**config.mk**
```make
export PLATFORM = sky130hd
export DESIGN_NAME = blocking_cache
export DESIGN_NICKNAME = d
export VERILOG_FILES = /design/src/rtl/cache_pkg.sv /design/src/rtl/blocking_cache.sv /design/src/rtl/cache_bit_array.sv /design/src/rtl/cache_ctrl.sv /design/src/rtl/cache_dpath.sv
export SDC_FILE = /design/constraint.sdc
export NUM_CORES = 2
export LEC_CHECK = 0
export BUFFER_PORTS_ARGS = -buffer_cell sky130_fd_sc_hd__buf_2
export CAP_MARGIN = 40
export CORE_UTILIZATION = 34
export DETAILED_ROUTE_END_ITERATION = 6
export GPL_TIMING_DRIVEN = 1
export PLACE_DENSITY = 0.48
export RECOVER_POWER = 100
export SYNTH_ARGS = -nofsm -noshare
export SYNTH_HDL_FRONTEND = slang
export SYNTH_SLANG_ARGS = --single-unit
```
**constraint.sdc**
```tcl
create_clock -name clk -period 4.6 [get_ports clk]
set_input_delay 0.92 -clock clk [delete_from_list [all_inputs] [get_ports clk]]
set_output_delay 0.92 -clock clk [all_outputs]
set_load 0.02 [all_outputs]
```
**src/rtl/cache_pkg.sv**
```systemverilog
/*
 * Blocking cache package
 * Widths, address fields, request types and the structs shared by the cache
 */
package cache_pkg;

  // ----------------------------------------
  // Widths and address fields
  // ----------------------------------------
  localparam int ADDR_W         = 32;
  localparam int WORD_W         = 32;
  localparam int LINE_W         = 128;
  localparam int OPAQUE_W       = 8;
  localparam int INDEX_W        = 4;
  localparam int TAG_W          = 24;
  localparam int WORD_SEL_W     = 2;
  localparam int NUM_LINES      = 16;
  localparam int WORDS_PER_LINE = LINE_W / WORD_W;

  localparam int WORD_LSB       = 2;
  localparam int INDEX_LSB      = 4;
  localparam int TAG_LSB        = 8;
  // Byte offset bits below the index in a line address
  localparam int LINE_OFFSET_W  = INDEX_LSB;

  typedef logic [ADDR_W-1:0]     addr_t;
  typedef logic [WORD_W-1:0]     word_t;
  typedef logic [LINE_W-1:0]     line_t;
  typedef logic [OPAQUE_W-1:0]   opaque_t;
  typedef logic [INDEX_W-1:0]    index_t;
  typedef logic [TAG_W-1:0]      tag_t;
  typedef logic [WORD_SEL_W-1:0] word_sel_t;

  typedef enum logic [2:0] {
    READ  = 3'd0,
    WRITE = 3'd1,
    INIT  = 3'd2
  } req_type_t;

  // ----------------------------------------
  // Message structs
  // ----------------------------------------
  typedef struct packed {
    req_type_t req_type;
    opaque_t   opaque;
    addr_t     addr;
    word_t     data;
  } cache_req_t;

  typedef struct packed {
    req_type_t resp_type;
    opaque_t   opaque;
    logic      hit;
    word_t     data;
  } cache_resp_t;

  // Line-wide traffic with a line-aligned address
  typedef struct packed {
    req_type_t req_type;
    addr_t     addr;
    line_t     data;
  } mem_req_t;

  typedef struct packed {
    req_type_t resp_type;
    line_t     data;
  } mem_resp_t;

  // Controller to datapath
  typedef struct packed {
    logic      req_en;
    logic      tag_wen;
    logic      data_wen;
    logic      full_line;
    logic      evict_sel;
    logic      refill_en;
    logic      resp_en;
    req_type_t mem_req_type;
  } dpath_ctrl_t;

  typedef struct packed {
    logic      tag_match;
    req_type_t req_type;
    index_t    req_index;
  } dpath_status_t;

endpackage

```
**src/rtl/blocking_cache.sv**
```systemverilog
/*
 * Blocking direct-mapped write-back cache
 * Joins the controller and the datapath
 */
`timescale 1ns/1ps

module blocking_cache
  import cache_pkg::*;
(
  input  logic        clk,
  input  logic        reset,

  // Processor side
  input  cache_req_t  cache_req,
  input  logic        req_val,
  output logic        req_rdy,
  output cache_resp_t cache_resp,
  output logic        resp_val,
  input  logic        resp_rdy,

  // Memory side
  output mem_req_t    mem_req,
  output logic        mem_req_val,
  input  logic        mem_req_rdy,
  input  mem_resp_t   mem_resp,
  input  logic        mem_resp_val,
  output logic        mem_resp_rdy
);

  dpath_ctrl_t   ctrl;
  dpath_status_t status;
  logic          hit;

  cache_ctrl ctrl_unit (
    .clk          (clk),
    .reset        (reset),
    .req_val      (req_val),
    .req_rdy      (req_rdy),
    .resp_val     (resp_val),
    .resp_rdy     (resp_rdy),
    .mem_req_val  (mem_req_val),
    .mem_req_rdy  (mem_req_rdy),
    .mem_resp_val (mem_resp_val),
    .mem_resp_rdy (mem_resp_rdy),
    .status       (status),
    .ctrl         (ctrl),
    .hit          (hit)
  );

  cache_dpath dpath_unit (
    .clk        (clk),
    .cache_req  (cache_req),
    .cache_resp (cache_resp),
    .mem_req    (mem_req),
    .mem_resp   (mem_resp),
    .ctrl       (ctrl),
    .hit        (hit),
    .status     (status)
  );

endmodule

```
**src/rtl/cache_bit_array.sv**
```systemverilog
/*
 * Per-line state bit array
 * One resettable bit per cache line, combinational read, registered write
 */
`timescale 1ns/1ps

module cache_bit_array
  import cache_pkg::*;
(
  input  logic   clk,
  input  logic   reset,
  input  index_t read_index,
  output logic   read_bit,
  input  logic   write_en,
  input  index_t write_index,
  input  logic   write_bit
);

  logic [NUM_LINES-1:0] bits;

  always_ff @(posedge clk) begin
    if (reset) begin
      bits <= '0;
    end else if (write_en) begin
      bits[write_index] <= write_bit;
    end
  end

  assign read_bit = bits[read_index];

  // Index comes from the request register in the datapath
  write_index_known: assert property (
    @(posedge clk) disable iff (reset)
    write_en |-> !$isunknown(write_index)
  ) else $error("bit array write with unknown index");

endmodule

```
**src/rtl/cache_ctrl.sv**
```systemverilog
/*
 * Blocking cache controller
 * FSM for tag check, access, eviction and refill; owns valid and dirty bits
 */
`timescale 1ns/1ps

module cache_ctrl
  import cache_pkg::*;
(
  input  logic          clk,
  input  logic          reset,
  input  logic          req_val,
  output logic          req_rdy,
  output logic          resp_val,
  input  logic          resp_rdy,
  output logic          mem_req_val,
  input  logic          mem_req_rdy,
  input  logic          mem_resp_val,
  output logic          mem_resp_rdy,
  input  dpath_status_t status,
  output dpath_ctrl_t   ctrl,
  output logic          hit
);

  typedef enum logic [3:0] {
    IDLE,
    TAG_CHECK,
    INIT_ACCESS,
    READ_ACCESS,
    WRITE_ACCESS,
    EVICT_REQ,
    EVICT_WAIT,
    REFILL_REQ,
    REFILL_WAIT,
    REFILL_UPDATE,
    RESP
  } state_t;

  // Handshake outputs followed by the datapath controls
  typedef struct packed {
    logic        req_rdy;
    logic        resp_val;
    logic        mem_req_val;
    logic        mem_resp_rdy;
    dpath_ctrl_t dp;
  } cs_t;

  state_t state;
  state_t state_next;
  cs_t    cs;

  logic valid_bit;
  logic dirty_bit;
  logic lookup_hit;
  logic victim_dirty;
  logic hit_reg;
  logic valid_wen;
  logic dirty_wen;
  logic dirty_wbit;

  // ----------------------------------------
  // Valid and dirty state
  // ----------------------------------------
  cache_bit_array valid_bits (
    .clk         (clk),
    .reset       (reset),
    .read_index  (status.req_index),
    .read_bit    (valid_bit),
    .write_en    (valid_wen),
    .write_index (status.req_index),
    .write_bit   (1'b1)
  );

  cache_bit_array dirty_bits (
    .clk         (clk),
    .reset       (reset),
    .read_index  (status.req_index),
    .read_bit    (dirty_bit),
    .write_en    (dirty_wen),
    .write_index (status.req_index),
    .write_bit   (dirty_wbit)
  );

  assign lookup_hit   = valid_bit && status.tag_match;
  assign victim_dirty = valid_bit && dirty_bit;

  // Init and refill install the line and a write marks it dirty
  assign valid_wen  = (state == INIT_ACCESS) || (state == REFILL_UPDATE);
  assign dirty_wen  = valid_wen || (state == WRITE_ACCESS);
  assign dirty_wbit = (state == WRITE_ACCESS);

  // Hit decision is frozen at tag check, since a refill makes the tag match later
  always_ff @(posedge clk) begin
    if (reset) begin
      hit_reg <= 1'b0;
    end else if (state == TAG_CHECK) begin
      hit_reg <= lookup_hit || (status.req_type == INIT);
    end
  end

  assign hit = hit_reg;

  // ----------------------------------------
  // State register and next state
  // ----------------------------------------
  function automatic state_t access_state(input req_type_t t);
    case (t)
      INIT:    return INIT_ACCESS;
      WRITE:   return WRITE_ACCESS;
      default: return READ_ACCESS;
    endcase
  endfunction

  always_ff @(posedge clk) begin
    if (reset) begin
      state <= IDLE;
    end else begin
      state <= state_next;
    end
  end

  always_comb begin
    state_next = state;
    case (state)
      IDLE:          if (req_val) state_next = TAG_CHECK;
      TAG_CHECK: begin
        if (status.req_type == INIT || lookup_hit) begin
          state_next = access_state(status.req_type);
        end else if (victim_dirty) begin
          state_next = EVICT_REQ;
        end else begin
          state_next = REFILL_REQ;
        end
      end
      INIT_ACCESS,
      READ_ACCESS,
      WRITE_ACCESS:  state_next = RESP;
      EVICT_REQ:     if (mem_req_rdy) state_next = EVICT_WAIT;
      EVICT_WAIT:    if (mem_resp_val) state_next = REFILL_REQ;
      REFILL_REQ:    if (mem_req_rdy) state_next = REFILL_WAIT;
      REFILL_WAIT:   if (mem_resp_val) state_next = REFILL_UPDATE;
      REFILL_UPDATE: state_next = access_state(status.req_type);
      RESP:          if (resp_rdy) state_next = IDLE;
      default:       state_next = IDLE;
    endcase
  end

  // ----------------------------------------
  // Control table
  // ----------------------------------------
  // Request and refill registers load every cycle of their state,
  // so the value held is the one present at the leaving edge
  always_comb begin
    case (state)
      //                req  rsp  mrq  mrs  req  tag  dat  full evc  rfl  rsp  mem
      //                rdy  val  val  rdy  en   wen  wen  line sel  en   en   type
      IDLE:          cs = {1'b1, 1'b0, 1'b0, 1'b0, 1'b1, 1'b0, 1'b0, 1'b0, 1'b0,
                           1'b0, 1'b0, READ};
      TAG_CHECK:     cs = {1'b0, 1'b0, 1'b0, 1'b0, 1'b0, 1'b0, 1'b0, 1'b0, 1'b0,
                           1'b0, 1'b0, READ};
      INIT_ACCESS:   cs = {1'b0, 1'b0, 1'b0, 1'b0, 1'b0, 1'b1, 1'b1, 1'b0, 1'b0,
                           1'b0, 1'b1, READ};
      READ_ACCESS:   cs = {1'b0, 1'b0, 1'b0, 1'b0, 1'b0, 1'b0, 1'b0, 1'b0, 1'b0,
                           1'b0, 1'b1, READ};
      WRITE_ACCESS:  cs = {1'b0, 1'b0, 1'b0, 1'b0, 1'b0, 1'b0, 1'b1, 1'b0, 1'b0,
                           1'b0, 1'b1, READ};
      EVICT_REQ:     cs = {1'b0, 1'b0, 1'b1, 1'b0, 1'b0, 1'b0, 1'b0, 1'b0, 1'b1,
                           1'b0, 1'b0, WRITE};
      EVICT_WAIT:    cs = {1'b0, 1'b0, 1'b0, 1'b1, 1'b0, 1'b0, 1'b0, 1'b0, 1'b0,
                           1'b0, 1'b0, READ};
      REFILL_REQ:    cs = {1'b0, 1'b0, 1'b1, 1'b0, 1'b0, 1'b0, 1'b0, 1'b0, 1'b0,
                           1'b0, 1'b0, READ};
      REFILL_WAIT:   cs = {1'b0, 1'b0, 1'b0, 1'b1, 1'b0, 1'b0, 1'b0, 1'b0, 1'b0,
                           1'b1, 1'b0, READ};
      REFILL_UPDATE: cs = {1'b0, 1'b0, 1'b0, 1'b0, 1'b0, 1'b1, 1'b1, 1'b1, 1'b0,
                           1'b0, 1'b0, READ};
      RESP:          cs = {1'b0, 1'b1, 1'b0, 1'b0, 1'b0, 1'b0, 1'b0, 1'b0, 1'b0,
                           1'b0, 1'b0, READ};
      default:       cs = {1'b0, 1'b0, 1'b0, 1'b0, 1'b0, 1'b0, 1'b0, 1'b0, 1'b0,
                           1'b0, 1'b0, READ};
    endcase
  end

  assign req_rdy      = cs.req_rdy;
  assign resp_val     = cs.resp_val;
  assign mem_req_val  = cs.mem_req_val;
  assign mem_resp_rdy = cs.mem_resp_rdy;
  assign ctrl         = cs.dp;

  // ----------------------------------------
  // Protocol checks
  // ----------------------------------------
  resp_held: assert property (
    @(posedge clk) disable iff (reset)
    resp_val && !resp_rdy |=> resp_val
  ) else $error("resp_val dropped before resp_rdy");

  // Memory requests only follow a miss at tag check or a finished write-back
  mem_req_source: assert property (
    @(posedge clk) disable iff (reset)
    $rose(mem_req_val) |->
      !hit_reg && ($past(state) == TAG_CHECK || $past(state) == EVICT_WAIT)
  ) else $error("mem_req_val raised without a miss");

endmodule

```
**src/rtl/cache_dpath.sv**
```systemverilog
/*
 * Blocking cache datapath
 * Tag and data arrays, request and response registers, memory request forming
 */
`timescale 1ns/1ps

module cache_dpath
  import cache_pkg::*;
(
  input  logic          clk,
  input  cache_req_t    cache_req,
  output cache_resp_t   cache_resp,
  output mem_req_t      mem_req,
  input  mem_resp_t     mem_resp,
  input  dpath_ctrl_t   ctrl,
  input  logic          hit,
  output dpath_status_t status
);

  cache_req_t  req_reg;
  cache_resp_t resp_reg;
  line_t       refill_reg;

  tag_t  tag_array  [NUM_LINES];
  line_t data_array [NUM_LINES];

  index_t    req_index;
  tag_t      req_tag;
  word_sel_t req_word;
  tag_t      stored_tag;
  line_t     stored_line;
  line_t     merged_line;
  line_t     wr_line;
  word_t     read_word;
  logic [WORDS_PER_LINE-1:0] word_en;

  // ----------------------------------------
  // Request and refill capture
  // ----------------------------------------
  always_ff @(posedge clk) begin
    if (ctrl.req_en) begin
      req_reg <= cache_req;
    end
  end

  always_ff @(posedge clk) begin
    if (ctrl.refill_en) begin
      refill_reg <= mem_resp.data;
    end
  end

  assign req_index = req_reg.addr[INDEX_LSB +: INDEX_W];
  assign req_tag   = req_reg.addr[TAG_LSB +: TAG_W];
  assign req_word  = req_reg.addr[WORD_LSB +: WORD_SEL_W];

  // ----------------------------------------
  // Arrays
  // ----------------------------------------
  assign stored_tag  = tag_array[req_index];
  assign stored_line = data_array[req_index];

  always_ff @(posedge clk) begin
    if (ctrl.tag_wen) begin
      tag_array[req_index] <= req_tag;
    end
  end

  // Pending write word lands on top of the refilled line
  always_comb begin
    merged_line = refill_reg;
    if (req_reg.req_type == WRITE) begin
      merged_line[req_word*WORD_W +: WORD_W] = req_reg.data;
    end
  end

  assign word_en = ctrl.full_line ? '1 : WORDS_PER_LINE'(1) << req_word;
  assign wr_line = ctrl.full_line ? merged_line : {WORDS_PER_LINE{req_reg.data}};

  always_ff @(posedge clk) begin
    if (ctrl.data_wen) begin
      for (int w = 0; w < WORDS_PER_LINE; w++) begin
        if (word_en[w]) begin
          data_array[req_index][w*WORD_W +: WORD_W] <= wr_line[w*WORD_W +: WORD_W];
        end
      end
    end
  end

  // ----------------------------------------
  // Response
  // ----------------------------------------
  assign read_word = stored_line[req_word*WORD_W +: WORD_W];

  // Only reads carry data back
  always_ff @(posedge clk) begin
    if (ctrl.resp_en) begin
      resp_reg.resp_type <= req_reg.req_type;
      resp_reg.opaque    <= req_reg.opaque;
      resp_reg.hit       <= hit;
      resp_reg.data      <= (req_reg.req_type == READ) ? read_word : '0;
    end
  end

  assign cache_resp = resp_reg;

  // ----------------------------------------
  // Memory request
  // ----------------------------------------
  // Eviction writes the victim back to its own line address
  assign mem_req.req_type = ctrl.mem_req_type;
  assign mem_req.addr     = ctrl.evict_sel ?
                            {stored_tag, req_index, {LINE_OFFSET_W{1'b0}}} :
                            {req_tag, req_index, {LINE_OFFSET_W{1'b0}}};
  assign mem_req.data     = stored_line;

  assign status.tag_match = (stored_tag == req_tag);
  assign status.req_type  = req_reg.req_type;
  assign status.req_index = req_index;

endmodule

```
======== Yosys cells after proc, flatten, opt, wreduce, memory -nomap -nowiden ========
Memories as Yosys holds them, arrays and structs flattened. A register that Yosys moved wholly into a read port is not among the register bits.
Cells that the tools add are included.
storage, ports and cells
  bits in registers ....................... 284
  bits in latches ......................... 0
  memory bits (writable) .................. 2,432
  ROM bits ................................ 192
  input port bits ......................... 212
  memories ................................ 3
cells by class
  $add $sub $neg .......................... 1
  $mul .................................... 0
  divide/modulo/power cells ............... 0
  magnitude comparators ................... 2
  eq/ne operators ......................... 19
  shift operators ......................... 4
  mux-type cells .......................... 40
  bitwise gates (word level) .............. 1
  reductions and logical operators ........ 10
memories
  memory                 words  width  read ports  clocked after Yosys merged registers in  write ports  line               text
  dpath_unit.data_array  16     128    1           1                                        1            cache_dpath.sv:25  line_t data_array [NUM_LINES];
  dpath_unit.tag_array   16     24     1           1                                        1            cache_dpath.sv:24  tag_t tag_array [NUM_LINES];
  (name not given)       16     12     1           1                                        0            cache_ctrl.sv:154  case (state)
operators by type and width
  kind                         count
  $mux W128                    2
  $bwmux W128                  1
  $shift A32 B34 Y128 const A  1
  $shiftx A128 B8 Y32          1
  $shiftx A32 B34 Y128         1
  $mux W4                      12
  $pmux W4 S9                  1
  $neg A7 Y34                  1
  $mux W32                     1
  $eq A24 B24 Y1               1
  $mux W1                      17
  $bwmux W16                   1
  $eq A4 B3 Y1 const B         4
  $or A16 B16 Y16              1
  $eq A4 B4 Y1 const B         3
  $ne A2 B2 Y1 const B         6
  $bmux W1 S4                  2
  $eq A4 B2 Y1 const B         2
  $pmux W3 S2                  1
  $reduce_and A6 Y1            1
  $lt A4 B5 Y1 const B         1
  $demux W1 S4                 1
  $eq A4 B1 Y1 const B         1
  $ge A4 B1 Y1 const B         1
  9 further kinds              13

======== Depth between registers and ports, before layout ========
  depth after elaboration ................. 8
  mapped depth ............................ 16
  gate-level depth less buffers ........... 10

======== By module ========
From an unflattened synthesis, not the netlist that was laid out.
unflattened totals
  cell total of the unflattened synthesis .. 4,576
  area total of the unflattened synthesis .. 105,289.7 um2
by module, submodules not included
  module                                   times used  cells each  area an instance (um2)  sequential area each (um2)
  cache_dpath                              1           4,264       102,579.6               80,467.2
  cache_ctrl                               1           120         998.5                   300.3
  cache_bit_array at ctrl_unit.dirty_bits  1           100         885.8                   320.3
  cache_bit_array at ctrl_unit.valid_bits  1           92          825.8                   320.3

======== Worst setup path after synthesis ========
OpenSTA, ideal clock, no wires.
  path type ............................... register to output
  start point ............................. register (tool-made name)
  end point ............................... output port mem_req[0] (netlist name)
  data arrival time ....................... 2,658 ps
  required time ........................... 3,680 ps
  setup slack ............................. 1,022 ps
  stages on the path, launching flop included .. 11
  buffers on the path ..................... 8
  cells stage by stage .................... dfxtp_1 > buf_6 > buf_8 > buf_6 > buf_6 > buf_4 > buf_2 > buf_2 > buf_1 > mux4_2 > mux4_2
RTL lines
  element           line                  text
  end: declaration  blocking_cache.sv:22  output mem_req_t mem_req,

======== Final worst setup path ========
  start point ............................. register dpath_unit.req_reg[35] (netlist name)
  end point ............................... memory dpath_unit.data_array[14][90] (netlist name) (enable)
on the way
  longest elaborated chain between the ends .. 5
ends and longest elaborated chain
  element                        line               text
  start: declaration             cache_dpath.sv:20  cache_req_t req_reg;
  start signal: assignment       cache_dpath.sv:42  req_reg <= cache_req;
  $shl A1 B2 Y4                  cache_dpath.sv:76  assign word_en = ctrl.full_line ? '1 : WORDS_PER_LINE'(1) << req_word;
  $mux W4                        cache_dpath.sv:76
  $mux W1                        cache_dpath.sv:82  if (word_en[w]) begin
  $mux W1                        cache_dpath.sv:80  if (ctrl.data_wen) begin
  $mux W1 (not written as such)  cache_dpath.sv:83  data_array[req_index][w*WORD_W +: WORD_W] <= wr_line[w*WORD_W +: WORD_W];
  end: declaration               cache_dpath.sv:25
Every way passes these cells.

==> key figures <==
Power and ir drop
  • Pwr dens: between 600 and 700 nW/um^2
  • P_leak: between 30 and 40 nW
  • VDD IR max: between 400 and 500 uV

Die
  • # rows: roughly 200
  • Die Y: roughly 560 microns
  • Initial core utilization: between 30% and 40%
  • IO Pins: between 400 and 500
  • Area of the core: around 310000 sq um
  • Die Area: between 300000 and 400000 sq um
  • Chip width: between 500 and 600 microns

Run status
  • Outcome: finished with violations
  • Failing checks: max-capacitance violations, max-slew violations

Cells and area
  • Area Growth Syn to Fin: 17.72%
  • Filler cells: about 27000
  • Most common cell after layout, fill and taps aside: edfxtp_1
  • Fin util: between 40 and 50%
  • Max FFs per register: 2048
  • Leading cell types in the layout, fill and taps excluded: edfxtp_1, mux4_2, clkbuf_16, buf_2, clkbuf_1
  • Nets: 5660
  • Layout cells sized above 1: about a third

Logic synthesis
  • Cell count after synthesis: around 4700
  • Largest cells by area after synthesis: edfxtp_1, mux4_2, a22o_1
  • Mapped cell area: 105200 sq um
  • Yosys top cell area share: between 70% and 80%
  • Ys flop type: edfxtp_1
  • Post-synth EDFFs: between 2000 and 3000
  • Seq/Total Area, Yosys: 77.37%
  • Yosys top cell by area: edfxtp_1
  • #FFs+latches synth: about 2700
  • Asr flop ratio synth: 0%
  • Synth unique cells: between 70 and 80
  • Syn_area_per_cell: ~22 sq um
  • Ys Warns: 0

STA
  • Worst rel slew slack: -135.4%
  • Hold_ws: ~0.17 ns
  • Worst Skew: between 0.07 and 0.08 ns
  • RSZ-0062 raised after global routing: no
  • Hold Fails Final Rpt: 0
  • Fin crit share: about 100%
  • Clock period minus final worst setup slack: approximately 4.6 ns
  • Pins over their slew limit: between 1000 and 1500
  • FMAX: around 220 MHz
  • Setup violations, final: 0
  • Setup TNS: 0 ns
  • Worst slew pin tran: approximately 3.5 ns

Worst setup path
  • Setup crit end kind: register
  • Top delay family on crit path: buffers and inverters
  • Worst EP required: ~5.2 ns
  • CP Launch Type: register
  • Worst endpoint data arrival time: about 5.2 ns
  • Worst-path fanout max: 17
  • Cell chain of the critical path: clkbuf_1, ha_1, o21ai_4, buf_4, nor2_2, buf_4
  • Delay of the slowest critical-path stage: 1.40 ns
  • Critical path's slowest cell: clkbuf_1
  • CP dominant cell by count: buf_4
  • Crit path kind: reg2reg
  • CP bufs+invs: 3

Placement
  • GPL Wtd Cong: between 0.7 and 0.8
  • Post-detail-place hpwl: ~210000 microns
  • PortBufs: about 410

Routing
  • DRT iter0 DRCs: roughly 5500
  • Via count: between 50000 and 60000
  • Antenna-violating nets left: 0
  • Via-to-Cell Ratio: approximately 5.4
  • Met2 wire length: between 150000 and 200000 microns
  • Wire length per cell: between 30 and 40 microns
  • DRT met1 WL: roughly 140000 microns
  • DRC viols: 0
  • Met3 wire length: around 21000 microns
  • Highest Signal Layer: met5
  • DRT Wirelength: ~340000 microns
  • DR pass1 iterations: 6

CTS
  • CTS tree: built
  • TritonCTS buffer count: approximately 310
  • Clock transition at the registers of the reported paths: 0.06 ns
  • Clk_lat worst skew: 0.92 ns
  • Sink Count: approximately 2700
  • Root buffer cell: clkbuf_16
  • CTS Buffer Depth: 4
  • Cts hold-fix bufs: 0
  • Depth of the CTS H-tree: 5

Global route
  • Total track usage: between 20% and 30%
  • Vias in the first global route: 53510
  • Grt total ovfl: 0
  • Number of antenna violations at the first check in global routing: 30
  • First-pass GRT wire length: between 400000 and 500000 microns
  • Largest net degree at the start of global routing: 79

Min path
  • Hold Crit Class: in2reg

Run
  • Max_cap viols: 43
## repair_timing
action	in CTS	in global routing
cloned	0	0
endpoints found under the setup margin	112	2
setup buffers	9	0
gates resized for setup	6	2
## logic make-up (layout without fill, tap and decap cells)
group / Yosys count / in the layout / synth area share (%)
compound gates: 327 / 327 / 2.321
fa+ha+maj: 8 / 8 / 0.09514
other cells: 1 / 46 / 0.003564
simple gates: 489 / 489 / 2.168
mux: 826 / 826 / 16.51
buf+inv: 289 / 1280 / 1.356
flops: 2728 / 2728 / 77.37
xor+xnor: 21 / 21 / 0.1748
## routing by layer
layer  GRT usage (%)  up-vias
met4           9.516        4
met2           35.25     2008
met1           28.81    29530
li1                -    21450
met5               0        -
met3           3.133      512
## report_power, final
group	switching (mW)	total [mW]	leakage, nW	internal (mW)
registers	1.19	33.0	24.6	31.8
logic	16.8	25.5	10.3	8.70
clock network	10.1	23.5	4.67	13.4
total	28.1	82.1	39.5	54.0
## final timing paths
path | from | end | slack (ns) | cells past startpoint
max | dpath_unit.req_reg[35] | dpath_unit.data_array[14][90] | 0.02 | 6
min | mem_resp[80] | dpath_unit.refill_reg[80] | 0.17 | 1
max reg2reg | dpath_unit.req_reg[35] | dpath_unit.data_array[14][90] | 0.02 | 6
min reg2reg | dpath_unit.req_reg[71] | dpath_unit.cache_resp[40] | 0.40 | 0
## Yosys cell counts (8+ instances only)
library cell	number
buf_6	14
a22oi_1	26
and2_1	18
a22o_1	136
o21ai_1	10
buf_4	24
buf_1	35
mux2_2	32
o21ai_0	28
mux4_2	718
buf_2	68
a21oi_1	34
nor3_1	16
nand3_1	17
a31oi_1	34
mux2i_1	71
clkbuf_1	123
nor2b_1	46
xnor2_1	12
dfxtp_1	51
xor2_1	9
nor2_1	142
nand2_1	170
ha_1	8
inv_1	19
nand2b_1	9
and3_1	40
edfxtp_1	2677
## per-stage QoR
step                power [mW]  setup WS, ns  area [sq um]  cells
CTS                      83.35       0.01242        124900   9785
detailed placement       59.62        0.5490        115200   9224
global placement         59.04        0.5356        114600   9191
floorplan                46.84         1.022        105200   4694
finish                   82.07       0.01807        123900   9825
global route             84.68      0.006960        123800   9801
## cell type report
class                      count  area [sq um]  area share, %
clock buffer                 369          7979          6.441
sequential                  2728         81430          65.74
timing repair buffer         708          4692          3.788
inverter                      20         87.58        0.07071
clock inverter               183          1593          1.286
antenna                       40         100.1        0.08081
tap                         4100          5130          4.141
multi-input combinational   1677         22860          18.45
## worst register-to-register path, cell delays in order (launching register included)
cell and delay [ns]:
edfxtp_1 0.56, clkbuf_1 1.40, ha_1 0.46, o21ai_4 0.12, buf_4 0.30, nor2_2 0.96, buf_4 0.43
(Power assumes the default switching activity.)
